<file path="src/Stark_pkg.sv">
// Shared opcodes, instruction and decode structs, width types, prefix FSM states
// and the DBcc helper for the decoder classification stage
`default_nettype none

package Stark_pkg;

	// ============================================================
	// Widths that carry a meaning
	// ============================================================

	// One prefix payload is instruction bits 31 to 7
	typedef logic [24:0] pfxPayload_t;
	// Two payloads side by side, first prefix in the upper half
	typedef logic [49:0] pfxImm_t;
	// Number of prefixes applied to an instruction
	typedef logic [1:0] pfxCount_t;
	// One bit per functional unit, indexed by the Unit* constants below
	typedef logic [3:0] unitMask_t;

	// Turns on ALU handling of FABS and the FOP4_G8 group
	localparam logic PERFORMANCE = 1'b1;
	// Longest legal run of consecutive prefixes
	localparam pfxCount_t MaxPrefix = 2'd2;

	// Bit positions inside unitMask_t
	localparam int UnitAlu = 0;
	localparam int UnitFpu = 1;
	localparam int UnitMem = 2;
	localparam int UnitBranch = 3;

	// ============================================================
	// Encodings
	// ============================================================

	typedef enum logic [6:0] {
		OP_NOP    = 7'd0,
		OP_ADD    = 7'd4,
		OP_SUBF   = 7'd5,
		OP_CMP    = 7'd6,
		OP_MUL    = 7'd7,
		OP_DIV    = 7'd8,
		OP_AND    = 7'd9,
		OP_OR     = 7'd10,
		OP_XOR    = 7'd11,
		OP_ADB    = 7'd12,
		OP_SHIFT  = 7'd13,
		OP_CSR    = 7'd14,
		OP_MOV    = 7'd15,
		OP_LOADA  = 7'd16,
		OP_CHK    = 7'd17,
		OP_FLT    = 7'd18,
		OP_PFX    = 7'd32,
		OP_PUSH   = 7'd34,
		OP_POP    = 7'd35,
		OP_FENCE  = 7'd36,
		OP_LOAD   = 7'd40,
		OP_STORE  = 7'd41,
		OP_BCC    = 7'd48,
		OP_JMP    = 7'd49,
		OP_DBCC0  = 7'd50,
		OP_DBCC1  = 7'd51
	} opcode_t;

	// Float sub-operation held in op4 of an OP_FLT word
	typedef enum logic [3:0] {
		FOP4_FADD = 4'd0,
		FOP4_FMUL = 4'd1,
		FOP4_G8   = 4'd8
	} fop4_t;

	// Field layout of one 32-bit instruction word, opcode at the low end
	typedef struct packed {
		logic [2:0] func3;
		fop4_t op4;
		logic [4:0] Rs2;
		logic [4:0] Rs1;
		logic [4:0] Rd;
		// Operand size bits, carried along but not classified here
		logic [2:0] sz;
		opcode_t opcode;
	} instruction_t;

	// Word handed on to issue, 89 bits in all
	typedef struct packed {
		instruction_t instr;
		unitMask_t units;
		logic isPrefix;
		pfxImm_t pfxImm;
		pfxCount_t pfxCount;
	} decoded_t;

	// Position within a run of prefixes
	typedef enum logic [1:0] {
		PfxIdle = 2'd0,
		PfxOne  = 2'd1,
		PfxTwo  = 2'd2
	} pfxState_t;

	// Both decrement-and-branch encodings count as DBcc
	function automatic logic fnIsDBcc(input instruction_t ir);
		return (ir.opcode == OP_DBCC0) || (ir.opcode == OP_DBCC1);
	endfunction

endpackage

`default_nettype wire
</file>
<file path="src/Stark_decoder.sv">
// Top of the classification and prefix stage
`timescale 1ns/10ps
`default_nettype none

module Stark_decoder (
	input logic clk,
	input logic arstN,
	input logic instrValid,
	input Stark_pkg::instruction_t instr,
	output logic decValid,
	output logic pfxFault,
	output Stark_pkg::decoded_t dec
);
	import Stark_pkg::*;

	// Unit flags from the two classifiers
	logic alu;
	logic fpu;
	logic mem;
	logic branch;
	logic isPrefix;

	// Prefix run bookkeeping
	pfxCount_t count;
	logic cntInc;
	logic cntClear;
	logic pfxStore;
	logic pfxClear;

	Stark_decode_alu decodeAlu (
		.instr(instr),
		.alu(alu)
	);

	Stark_decode_unit decodeUnit (
		.instr(instr),
		.fpu(fpu),
		.mem(mem),
		.branch(branch),
		.isPrefix(isPrefix)
	);

	Stark_prefix_fsm prefixFsm (
		.clk(clk),
		.arstN(arstN),
		.instrValid(instrValid),
		.isPrefix(isPrefix),
		.count(count),
		.cntInc(cntInc),
		.cntClear(cntClear),
		.pfxStore(pfxStore),
		.pfxClear(pfxClear),
		.pfxFault(pfxFault)
	);

	Stark_prefix_counter prefixCounter (
		.clk(clk),
		.arstN(arstN),
		.cntInc(cntInc),
		.cntClear(cntClear),
		.count(count)
	);

	// Output stage, one cycle behind the strobe
	Stark_decode_buffer decodeBuffer (
		.clk(clk),
		.arstN(arstN),
		.instrValid(instrValid),
		.alu(alu),
		.fpu(fpu),
		.mem(mem),
		.branch(branch),
		.isPrefix(isPrefix),
		.pfxStore(pfxStore),
		.pfxClear(pfxClear),
		.instr(instr),
		.count(count),
		.decValid(decValid),
		.dec(dec)
	);

endmodule

`default_nettype wire

</file>
<file path="src/Stark_decode_buffer.sv">
// Prefix payload store and the registered decoded output word
`timescale 1ns/10ps
`default_nettype none

module Stark_decode_buffer (
	input logic clk,
	input logic arstN,
	input logic instrValid,
	input logic alu,
	input logic fpu,
	input logic mem,
	input logic branch,
	input logic isPrefix,
	input logic pfxStore,
	input logic pfxClear,
	input Stark_pkg::instruction_t instr,
	input Stark_pkg::pfxCount_t count,
	output logic decValid,
	output Stark_pkg::decoded_t dec
);
	import Stark_pkg::*;

	pfxPayload_t payload;
	pfxImm_t pfxImm;
	unitMask_t units;

	// Everything above the opcode is prefix payload
	assign payload = instr[31:7];

	always_comb
	begin
		units = '0;
		units[UnitAlu] = alu;
		units[UnitFpu] = fpu;
		units[UnitMem] = mem;
		units[UnitBranch] = branch;
	end

	// ============================================================
	// Payload store
	// ============================================================

	always_ff @(posedge clk or negedge arstN)
	begin
		if (!arstN)
			pfxImm <= '0;
		else if (pfxClear)
			pfxImm <= '0;
		else if (pfxStore)
		begin
			// First prefix fills the upper half, second the lower
			if (count == 2'd0)
				pfxImm[49:25] <= payload;
			else
				pfxImm[24:0] <= payload;
		end
	end

	// ============================================================
	// Output register
	// ============================================================

	always_ff @(posedge clk or negedge arstN)
	begin
		if (!arstN)
			decValid <= 1'b0;
		else
			decValid <= instrValid;
	end

	always_ff @(posedge clk)
	begin
		if (instrValid)
		begin
			dec.instr <= instr;
			dec.units <= units;
			dec.isPrefix <= isPrefix;
			// The consumer sees the payload as it stood before this edge
			dec.pfxImm <= isPrefix ? '0 : pfxImm;
			dec.pfxCount <= isPrefix ? '0 : count;
		end
	end

endmodule

`default_nettype wire

</file>
<file path="src/Stark_prefix_counter.sv">
// Counter of consecutive prefixes in the current run
`timescale 1ns/10ps
`default_nettype none

module Stark_prefix_counter (
	input logic clk,
	input logic arstN,
	input logic cntInc,
	input logic cntClear,
	output Stark_pkg::pfxCount_t count
);
	import Stark_pkg::*;

	// The FSM never increments past MaxPrefix, so no saturation here
	always_ff @(posedge clk or negedge arstN)
	begin
		if (!arstN)
			count <= '0;
		// Ending a run wins over any increment
		else if (cntClear)
			count <= '0;
		else if (cntInc)
			count <= count + pfxCount_t'(1);
	end

endmodule

`default_nettype wire

</file>
<file path="src/Stark_prefix_fsm.sv">
// State machine for prefix runs, steering the counter and payload store
`timescale 1ns/10ps
`default_nettype none

module Stark_prefix_fsm (
	input logic clk,
	input logic arstN,
	input logic instrValid,
	input logic isPrefix,
	input Stark_pkg::pfxCount_t count,
	output logic cntInc,
	output logic cntClear,
	output logic pfxStore,
	output logic pfxClear,
	output logic pfxFault
);
	import Stark_pkg::*;

	pfxState_t state;
	pfxState_t stateNext;
	logic atLimit;
	logic roomLeft;
	logic acceptPfx;
	logic thirdPfx;
	logic takeNonPfx;

	// A run is full once the counter reaches the limit
	assign atLimit = (count == MaxPrefix);
	// The state agrees with the count, PfxTwo means no room either
	assign roomLeft = !atLimit && (state != PfxTwo);

	assign acceptPfx = instrValid && isPrefix && roomLeft;
	// One prefix too many
	assign thirdPfx = instrValid && isPrefix && !roomLeft;
	assign takeNonPfx = instrValid && !isPrefix;

	// A legal prefix extends the run
	assign cntInc = acceptPfx;
	assign pfxStore = acceptPfx;

	// The run ends on its consumer or on a fault
	assign cntClear = thirdPfx || takeNonPfx;
	assign pfxClear = thirdPfx || takeNonPfx;

	always_comb
	begin
		stateNext = state;
		if (acceptPfx)
		begin
			case (state)
			PfxIdle:
				stateNext = PfxOne;
			PfxOne:
				stateNext = PfxTwo;
			default:
				stateNext = PfxIdle;
			endcase
		end
		else if (thirdPfx || takeNonPfx)
			stateNext = PfxIdle;
	end

	always_ff @(posedge clk or negedge arstN)
	begin
		if (!arstN)
		begin
			state <= PfxIdle;
			pfxFault <= 1'b0;
		end
		else
		begin
			state <= stateNext;
			// Fault shows up with the offending prefix's output word
			pfxFault <= thirdPfx;
		end
	end

endmodule

`default_nettype wire

</file>
<file path="src/Stark_decode_unit.sv">
// FPU, memory and branch classifiers and prefix recognition
`timescale 1ns/10ps
`default_nettype none

module Stark_decode_unit (
	input Stark_pkg::instruction_t instr,
	output logic fpu,
	output logic mem,
	output logic branch,
	output logic isPrefix
);
	import Stark_pkg::*;

	logic isFlt;
	logic isFabs;
	logic fltOnAlu;

	// ============================================================
	// Float split
	// ============================================================

	assign isFlt = (instr.opcode == OP_FLT);

	// Same FABS pattern the ALU classifier looks for
	assign isFabs = (instr.op4 == FOP4_FADD) && (instr.func3 == 3'b001)
		&& (instr.Rs2 == 5'd1);

	// These float ops are stolen by the ALU when PERFORMANCE is on
	assign fltOnAlu = PERFORMANCE && (isFabs || (instr.op4 == FOP4_G8));

	// Everything else under OP_FLT needs the real FPU
	assign fpu = isFlt && !fltOnAlu;

	// ============================================================
	// Memory, branch and prefix
	// ============================================================

	always_comb
	begin
		case (instr.opcode)
		OP_LOAD, OP_STORE:
			mem = 1'b1;
		// Stack ops access memory in addition to the ALU
		OP_PUSH, OP_POP:
			mem = 1'b1;
		default:
			mem = 1'b0;
		endcase
	end

	always_comb
	begin
		case (instr.opcode)
		OP_BCC, OP_JMP:
			branch = 1'b1;
		default:
			// DBcc also needs the branch unit for its target
			branch = fnIsDBcc(instr);
		endcase
	end

	assign isPrefix = (instr.opcode == OP_PFX);

endmodule

`default_nettype wire

</file>
<file path="src/Stark_decode_alu.sv">
// ALU-class classifier for one instruction word
`timescale 1ns/10ps
`default_nettype none

module Stark_decode_alu (
	input Stark_pkg::instruction_t instr,
	output logic alu
);
	import Stark_pkg::*;

	always_comb
	begin
		case (instr.opcode)
		OP_FLT:
			// Only the cheap float cases go to the ALU
			case (instr.op4)
			FOP4_FADD:
				// FABS is FADD with func3 of 1 and Rs2 of 1
				if (instr.func3 == 3'b001 && instr.Rs2 == 5'd1)
					alu = PERFORMANCE;
				else
					alu = 1'b0;
			FOP4_G8:
				alu = PERFORMANCE;
			default:
				alu = 1'b0;
			endcase
		// Integer arithmetic and logic
		OP_CHK, OP_ADD, OP_SUBF, OP_CMP, OP_MUL, OP_DIV:
			alu = 1'b1;
		OP_AND, OP_OR, OP_XOR, OP_ADB, OP_SHIFT:
			alu = 1'b1;
		// Moves, CSR access and address generation
		OP_CSR, OP_MOV, OP_LOADA:
			alu = 1'b1;
		// Stack ops update the pointer through the ALU as well
		OP_PFX, OP_NOP, OP_PUSH, OP_POP:
			alu = 1'b1;
		OP_FENCE:
			alu = 1'b1;
		default:
			// DBcc decrements its counter in the ALU
			alu = fnIsDBcc(instr);
		endcase
	end

endmodule

`default_nettype wire

</file>
<file path="config.mk">
export PLATFORM = sky130hd
export DESIGN_NAME = Stark_decoder
export DESIGN_NICKNAME = d
export VERILOG_FILES = /design/src/Stark_pkg.sv /design/src/Stark_decoder.sv /design/src/Stark_decode_buffer.sv /design/src/Stark_prefix_counter.sv /design/src/Stark_prefix_fsm.sv /design/src/Stark_decode_unit.sv /design/src/Stark_decode_alu.sv
export SDC_FILE = /design/constraint.sdc
export NUM_CORES = 1
export LEC_CHECK = 0
export BUFFER_PORTS_ARGS = -buffer_cell sky130_fd_sc_hd__buf_4
export CAP_MARGIN = 20
export CELL_PAD_IN_SITES_DETAIL_PLACEMENT = 1
export CELL_PAD_IN_SITES_GLOBAL_PLACEMENT = 2
export CORE_MARGIN = 10
export CORE_UTILIZATION = 37
export CTS_BUF_LIST = sky130_fd_sc_hd__clkbuf_16
export CTS_CLUSTER_DIAMETER = 40
export CTS_CLUSTER_SIZE = 8
export DETAILED_ROUTE_END_ITERATION = 10
export PLACE_DENSITY = 0.83
export SETUP_SLACK_MARGIN = 0.2
export SYNTH_ARGS = -nofsm -noshare
export SYNTH_HDL_FRONTEND = slang
export SYNTH_HIERARCHICAL = 1
export SYNTH_SLANG_ARGS = --single-unit
</file>
<file path="constraint.sdc">
create_clock -name clk -period 2.3 [get_ports clk]
set_clock_uncertainty 0.05 [all_clocks]
set_input_delay 0.115 -clock clk [delete_from_list [all_inputs] [get_ports clk]]
set_output_delay 0.115 -clock clk [all_outputs]
set_load 0.02 [all_outputs]
</file>
# [Word-level counts from Yosys, hierarchy flattened]
# Index checks and enable logic that the tools add are counted.
# Widths: inputs -> output; s select.
[totals] register_bits=145 latchBits=0 mem_bits_rw=0 rom_bits=0 inputBits=35 output_inout_bits=91 mem_count=0
[op_classes] add_sub_neg=1 mul=0 n_div=0 order_cmp=0 n_eq_ne=32 shifts=0 n_mux=13 n_bitwise=0 n_reduce_logical=27
[op_table] operator="$mux 50" n=2
[op_table] operator="$eq 7x6->1 const B" n=10
[op_table] operator="$eq 7x4->1 const B" n=8
[op_table] operator="$mux 25" n=2
[op_table] operator="$eq 7x3->1 const B" n=4
[op_table] operator="$eq 7x5->1 const B" n=3
[op_table] operator="$reduce_or 19->1" n=1
[op_table] operator="$logic_and 1x1->1" n=9
[op_table] operator="$mux 2" n=4
[op_table] operator="$logic_not 7->1" n=1
[op_table] operator="$eq 5x1->1 const B" n=1
[op_table] operator="$eq 4x4->1 const B" n=1
[op_table] operator="$logic_not 1->1" n=4
[op_table] operator="$logic_not 2->1" n=2
[op_table] operator="$logic_not 4->1" n=1
[op_table] operator="$ne 2x2->1 const B" n=2
[op_table] operator="$pmux 1 s2" n=2
[op_table] operator="$pmux 2 s2" n=1
[op_table] operator="$reduce_and 2->1" n=2
[op_table] operator="$reduce_bool 2->1" n=2
[op_table] operator="$reduce_or 4->1" n=1
[op_table] operator="$eq 3x1->1 const B" n=1
[op_table] operator="$logic_or 1x1->1" n=3
[op_table] operator="$add 2x1->2 const B" n=1
[op_table] operator="other kinds (4)" n=5

# [Depth between registers and ports, before layout]
# Gate-level depths: netlist (run 1).
[logic_depth] word_depth=8 ltp_mapped=10 mapped_depth_nobuf=7

# [By module]
# Netlist (run 1), hierarchy kept.
[by_module_without_submodules] module="Stark_decode_buffer" n_inst=1 cells_per_inst=339 area_each_um2=5371.4 seq_area_each_um2=3948.8
[by_module_without_submodules] module="Stark_prefix_fsm" n_inst=1 cells_per_inst=18 area_each_um2=171.4 seq_area_each_um2=75.1
[by_module_without_submodules] module="Stark_decode_unit" n_inst=1 cells_per_inst=15 area_each_um2=118.9 seq_area_each_um2=0.0
[by_module_without_submodules] module="Stark_decode_alu" n_inst=1 cells_per_inst=15 area_each_um2=92.6 seq_area_each_um2=0.0
[by_module_without_submodules] module="Stark_prefix_counter" n_inst=1 cells_per_inst=7 area_each_um2=88.8 seq_area_each_um2=50.0

# [Worst setup path before layout (run 1)]
# OpenSTA, ideal clock, no wires.
[synth_path] path_kind="in2reg" start="in instr[2] in the netlist's numbering" end="reg decodeBuffer.pfxImm[30]" setup_time_ps=79 t_arrival_ps=2306 slack_ps=-135 stages=10 path_buffers=3 cell_sequence="nand2b_4 > or3_4 > nor4_4 > nand2_2 > nor3b_1 > buf_4 > nor3b_1 > buf_4 > buf_6 > mux2i_1"
[synth_between] elab_cells_between_ends=11
[synth_lines] element="start, declared" line="Stark_decoder.sv:9" source="input Stark_pkg::instruction_t instr,"
[synth_lines] element="$eq 7x6->1" line="Stark_decode_unit.sv:62" source="assign isPrefix = (instr.opcode == OP_PFX);"
[synth_lines] element="via isPrefix" line="Stark_decoder.sv:21" source="logic isPrefix;"
[synth_lines] element="$logic_and 1x1->1 (2 in a row)" line="Stark_prefix_fsm.sv:32" source="assign acceptPfx = instrValid && isPrefix && roomLeft;"
[synth_lines] element="via cntInc" line="Stark_decoder.sv:25" source="logic cntInc;"
[synth_lines] element="$reduce_bool 2->1 (no source line)"
[synth_lines] element="$reduce_and 2->1 (no source line)"
[synth_lines] element="end signal, assigned" line="Stark_decode_buffer.sv:53" source="pfxImm[49:25] <= payload;"
[synth_lines] element="end, declared" line="Stark_decode_buffer.sv:24" source="pfxImm_t pfxImm;"
# The timed path passes the listed nets, and every way through them passes these cells.
# A chain may end at the register's enable or synchronous reset.

# [Worst setup path after layout (run 1)]
[layout_path] start="in instr[3] in the netlist's numbering" end="reg decodeBuffer.pfxImm[35]"
# The elaborated chain is that of the path after synthesis.

==> flow_metrics.tcl, run 1 <==
set metrics [dict create \
    drt_first_pass_iters 4 \
    switching_power_mw 1.36 \
    synth.cell_area_sq_um 5840 \
    die_w_um 146 \
    ys_ff_latch 145 \
    grt-ovfl-total 0 \
    nFillCells 1580 \
    power.density_nw_per_um2 728 \
    clock_latency_ns 0.41 \
    finalHoldViolCount 0 \
    finalPower_mw 5.79 \
    hpwl_um 9820 \
    report.final.slew_viol_count 0 \
    cp_max_fo 16 \
    layout_setup_ws_ns 0.330 \
    whs_ns 0.0344 \
    r2r-end "decodeBuffer/pfxImm[12]$_DFFE_PN0P_" \
    pre_cts_ws_ns -0.0529 \
    hold_path.class "primary input to register" \
    yosysTopAreaCell "edfxtp_1" \
    worst_pin_slew_ns 0.756 \
    antenna_found_initial 0 \
    synthArstFlopShare_pct 38.6 \
    synth_cells 394 \
    clockPowerShare_pct 41.3 \
    cts_buffers 17 \
    r2r_setup_slack_ns 0.48 \
    start_util_pct 38.2 \
    crit_arrival_ns 2.24 \
    setup_viol 0 \
    critPathKind "primary input to register" \
    syn_nets 429 \
    ios 126 \
    seq_power_share_pct 49.9 \
    ys_warn_count 6 \
    cts.sinks 145 \
    postSynthAreaPerCell_sq_um 14.8 \
    fin_cells 787 \
    fmax_mhz 508 \
    grt_usage_pct 14.0 \
    cap_violations 0 \
    drt_iter0_drc 175 \
    endpoint "decodeBuffer/pfxImm[35]$_DFFE_PN0P_" \
    die-area_sq_um 21200 \
    cellLeakagePower_nw 3.50 \
    dp_cells 721 \
    clockRootBuffer "clkbuf_16" \
    vias_per_cell 4.64 \
    slew_headroom_pct 49.6 \
    cts.htree.levels 4 \
    synth_top_area_share_pct 45.7 \
    seq_area_frac_synth_pct 69.7 \
    p_sw_share_pct 23.5 \
    route.detailed.drc 0 \
    wl_um 14700 \
    grt_first_pass_wirelength_um 23700 \
    clkSlewWorstSetupHoldPaths_ns 0.06 \
    antenna_cells 0 \
    slowest_stage "dlygate4sd3_1" \
    reg2reg_from "prefixCounter/count[0]$_DFFE_PN0P_" \
    combinationalPowerShare_pct 8.8 \
    ant_nets 0 \
    vdd.ir_drop.worst_v 0.000537 \
    synth.area.top_cells "edfxtp_1 46%, dfrtp_1 24%, mux2i_1 8.6%, nand2b_1 8.6%, nor2b_1 5.7%" \
    die_h_um 146 \
    synthToLayoutAreaGrowth_pct 36.1 \
    dominantRegCellSynth "edfxtp_1" \
    synth_commonest_cells "89 x edfxtp_1, 80 x nand2b_1, 56 x dfrtp_1" \
    io_buffers 125 \
    cp_cell_sequence "dlygate4sd3_1 -> buf_4 -> nor4_4 -> nand2_2 -> nor3b_4 -> nor3b_4 -> buf_12 -> mux2i_1" \
    multi_input_area_sq_um 1690 \
    crit_start "instr[3]" \
    cts.path.max_buffers 2 \
    cp_common_cell "nor3b_4" \
    slowest_delay_ns 0.54 \
    setup.worst_path.end_class "register" \
    required_ns 2.57 \
    ys_types 35 \
    grt_setup_unrepaired "false" \
    worstRegToRegCells 6 \
    fin_crit_ns 1.97 \
    p_int_mw 4.43 \
    synth_edf_count 89 \
    gp_congestion 0.723 \
    fin_util_pct 51.9 \
    post_cts.repair.setup_buffers 0 \
    first_global_vias 4166 \
    yosysMostFrequentCell "edfxtp_1" \
    tritoncts "built" \
    worstSetupStartpointType "primary input" \
    core_sq_um 15300 \
    period_share_pct 85.6 \
    outcome "completed" \
    wl_per_cell_um 18.7 \
    fin_nets 598 \
    num_rows 45 \
    drive_above_1_share_pct 30.0 \
    ff_latch_area_sq_um 4070 \
    grt_max_degree 93 \
    via_count 3652 \
]
-- per-layer routing --
layer | GRT usage (%) | up-vias | routed length [um]
met4 | 5.16 | 0 | 140
met1 | 16.8 | 1858 | 6210
li1 | - | 1706 | -
met2 | 24.0 | 80 | 7760
met3 | 3.23 | 8 | 573
met5 | 0 | - | 0
-- area by class of cell --
type | instances | share of cell area [%]
well taps | 211 | 3.32
clock inverters | 15 | 1.02
multi-input cells | 226 | 21.2
clock buffers | 17 | 5.35
flip-flops and latches | 145 | 51.2
inverters | 3 | 0.142
repair buffers | 170 | 17.7
-- repair_timing --
item	4_1_cts	5_1_grt
resized for setup	0	3
setup endpoints to repair	0	50
hold endpoints to repair	138	0
hold buffers	34	0
-- cells by family after synthesis --
logic type	after synthesis	synth area share, %
xor gates and xnor gates	2	0.300
buffers and inverters	23	2.08
AOI/OAI and AO/OA	15	1.93
DFF	145	69.7
and+or+nand+nor	159	17.4
muxes	50	8.57
-- layout by cell type (no fill, tap or decap), drive strengths merged, types with 2 or more instances in the layout --
cell type,synthesis,final
buf,7,136
edfxtp,89,89
nand2b,81,81
dfrtp,56,56
nor2b,53,53
mux2i,50,50
dlygate4sd3,0,34
clkbuf,13,17
clkinv,0,9
inv,3,8
nor2,6,6
nor4b,5,5
a21oi,4,4
nor3,3,3
o21a,2,2
nand3,2,2
nor3b,2,2
xnor2,2,2
o41ai,2,2
nor4,2,2
nand2,2,2
-- per-stage QoR --
| stage | instance area (sq um) | setup TNS (ns) |
|---|---|---|
| detailed placement | 7090 | -0.404 |
| floorplan | 5870 | 0 |
| global route | 7950 | 0 |
| CTS | 7940 | 0 |
| global placement | 7090 | -0.0311 |
| finish | 7950 | 0 |
-- state kept, by name, indices dropped and copies added, names as in the netlist --
name                   count
decodeBuffer/dec          89
decodeBuffer/decValid      1
decodeBuffer/pfxImm       50
prefixCounter/count        2
prefixFsm/pfxFault         1
prefixFsm/state            2
-- critical path: cells and delay by family --
family,cells,cell delay [ns]
and+or+nand+nor,4,0.93
buffers and inverters,3,0.93
muxes,1,0.25
-- power groups by stage --
| stage | sequential, mW | combinational, mW | clock (mW) |
|---|---|---|---|
| 6_report | 2.89 | 0.509 | 2.39 |
| 5_1_grt | 2.89 | 0.548 | 2.55 |
| 4_1_cts | 2.89 | 0.520 | 2.44 |
| 3_5_place_dp | 2.94 | 0.471 | 0 |
| 3_3_place_gp | 2.93 | 0.461 | 0 |
| 2_1_floorplan | 3.05 | 0.0722 | 0 |
-- how the worst min path moves through the flow --
| stage | depth (start not counted) | startpoint | end | slack (ns) |
|---|---|---|---|---|
| finish | 2 | instr[6] | decodeBuffer/dec[53]$_DFFE_PP_ | 0.03 |
| global route | 2 | instr[6] | decodeBuffer/dec[53]$_DFFE_PP_ | 0.03 |
| CTS | 2 | instr[6] | decodeBuffer/dec[53]$_DFFE_PP_ | 0.02 |
| detailed placement | 1 | arstN | decodeBuffer/decValid$_DFF_PN0_ | 0.18 |
| global placement | 1 | arstN | decodeBuffer/decValid$_DFF_PN0_ | 0.17 |
| floorplan | 0 | arstN | decodeBuffer/decValid$_DFF_PN0_ | -0.23 |
(Power assumes the default switching activity.)
==> run 2, diff against run 1 <==
Settings changed: SETUP_SLACK_MARGIN 0.2 to 0.4.
==> flow_metrics.tcl, run 2 (synthesis gave the netlist of run 1 again) <==
set metrics [dict create \
    outcome "completed" \
    slew_headroom_pct 48.6 \
    final_common_cell "buf_4" \
    cts.htree.levels 4 \
    vdd.ir_drop.worst_v 0.000542 \
    hold_path.class "primary input to register" \
    setup.worst_path.end_class "register" \
    fin_util_pct 52.1 \
    clkSlewWorstSetupHoldPaths_ns 0.06 \
    grt-ovfl-total 0 \
    grt_setup_unrepaired "true" \
    clock_latency_ns 0.42 \
    cap_violations 0 \
    cellLeakagePower_nw 3.51 \
    core_sq_um 15300 \
    finalHoldViolCount 0 \
    hold_depth 4 \
    fin_cells 790 \
    num_rows 45 \
    crit_arrival_ns 2.12 \
    tritoncts "built" \
    ant_nets 0 \
    io_buffers 125 \
    worst_pin_slew_ns 0.771 \
    power.density_nw_per_um2 732 \
    slowest_delay_ns 0.47 \
    hpwl_um 9540 \
    route.detailed.drc 0 \
    required_ns 2.58 \
    cp_max_fo 9 \
    fin_crit_ns 1.84 \
    vias_per_cell 4.62 \
    cts.sinks 145 \
    critPathKind "register to register" \
    die_h_um 146 \
    cp_cell_sequence "nor2b_2 -> nor3b_4 -> or3b_1 -> buf_4 -> mux2i_1" \
    grt_max_degree 93 \
    fin_nets 601 \
    start_util_pct 38.2 \
    fmax_mhz 543 \
    slowest_stage "dfrtp_2" \
    worstRegToRegCells 5 \
    die_w_um 146 \
    dp_cells 720 \
    nFillCells 1543 \
    gp_congestion 0.733 \
    drt_iter0_drc 163 \
    wl_um 15000 \
    drive_above_1_share_pct 29.7 \
    setup_viol 0 \
    cts.path.max_buffers 2 \
    worstSetupStartpointType "register" \
    ios 126 \
    antenna_cells 0 \
    period_share_pct 80.1 \
    wl_per_cell_um 19.0 \
    largest_reg_flops 89 \
    synthToLayoutAreaGrowth_pct 36.4 \
    top_register "decodeBuffer/dec" \
    layout.cells.most_common_list "134 x buf_4, 89 x edfxtp_1, 80 x nand2b_1, 55 x dfrtp_1, 52 x nor2b_1" \
    grt_usage_pct 14.3 \
    clockRootBuffer "clkbuf_16" \
    die-area_sq_um 21200 \
    drt_first_pass_iters 4 \
    report.final.slew_viol_count 0 \
    grt_first_pass_wirelength_um 23800 \
    reg_top3 "decodeBuffer/dec: 89 flops, decodeBuffer/pfxImm: 50 flops" \
    cts_buffers 17 \
    first_global_vias 4073 \
    via_count 3648 \
    antenna_found_initial 0 \
]
==> run 2: cell count changes in the layout (fill, tap and decap cells not counted), moves of 2 or more <==
cell,change
buf_4,+3
clkinv_1,+2
clkinv_4,-2
inv_1,+2
inv_4,-2
==> run 2: per-layer routing <==
metal / part of all wire (%) / GRT usage [%]
met1: 43 / 17.1
met2: 52 / 23.7
met3: 3.9 / 4.32
met4: 1.6 / 5.56
met5: 0 / 0
==> run 2: power breakdown <==
part / switching, mW / internal, mW / leakage [nW]
Clock: 0.998 / 1.44 / 0.276
Combinational: 0.287 / 0.224 / 1.56
Sequential: 0.0271 / 2.86 / 1.68
Total: 1.31 / 4.52 / 3.51
==> run 2: through the flow <==
stage / hold slack, ns / total power [mW] / worst slack, ns / instance area, sq um / TNS [ns]
after CTS: 0.0107 / 5.91 / 0.443 / 7950 / 0
final: 0.0356 / 5.83 / 0.457 / 7970 / 0
after floorplan: -0.231 / 3.12 / 0.0523 / 5870 / 0
after detailed placement: 0.193 / 3.41 / -0.00920 / 7070 / -0.0249
after global routing: 0.0389 / 6.07 / 0.393 / 7970 / 0
after global placement: 0.167 / 3.39 / 0.108 / 7070 / 0
==> run 2: cell type report <==
type                       instances  area [sq um]  share of cell area [%]
clock inverter                    15          88.8                    1.11
multi-input combinational        226          1690                    21.2
inverter                           3          11.3                   0.141
timing repair buffer             173          1420                    17.8
clock buffer                      17           425                    5.34
tap                              211           264                    3.31
sequential                       145          4080                    51.1
==> run 2: worst max-delay path, delay by kind of cell, from the launching register on <==
family | cells | cell delay (ns)
mux | 1 | 0.19
simple gates | 3 | 0.84
flops | 1 | 0.47
buf+inv | 1 | 0.20
==> run 2: what timing repair did <==
| action | CTS | global route |
|---|---|---|
| hold endpoints to repair | 141 | 0 |
| buffers inserted | 0 | 3 |
| endpoints found under the setup margin | 22 | 7 |
| gates resized for setup | 3 | 1 |
| hold buffers | 35 | 0 |
| gates cloned | 0 | 0 |
==> run 2: final timing paths <==
| check | endpoint | slack [ns] | startpoint |
|---|---|---|---|
| max | decodeBuffer/pfxImm[41]$_DFFE_PN0P_ | 0.46 | prefixCounter/count[1]$_DFFE_PN0P_ |
| min | prefixFsm/pfxFault$_DFF_PN0_ | 0.04 | instr[1] |
| max reg2reg | decodeBuffer/pfxImm[41]$_DFFE_PN0P_ | 0.46 | prefixCounter/count[1]$_DFFE_PN0P_ |
| min reg2reg | prefixFsm/state[0]$_DFFE_PN0P_ | 0.48 | prefixFsm/state[1]$_DFFE_PN0P_ |
| max in group asynchronous | prefixCounter/count[1]$_DFFE_PN0P_ | 1.35 | arstN |
| min in group asynchronous | decodeBuffer/pfxImm[27]$_DFFE_PN0P_ | 0.27 | arstN |
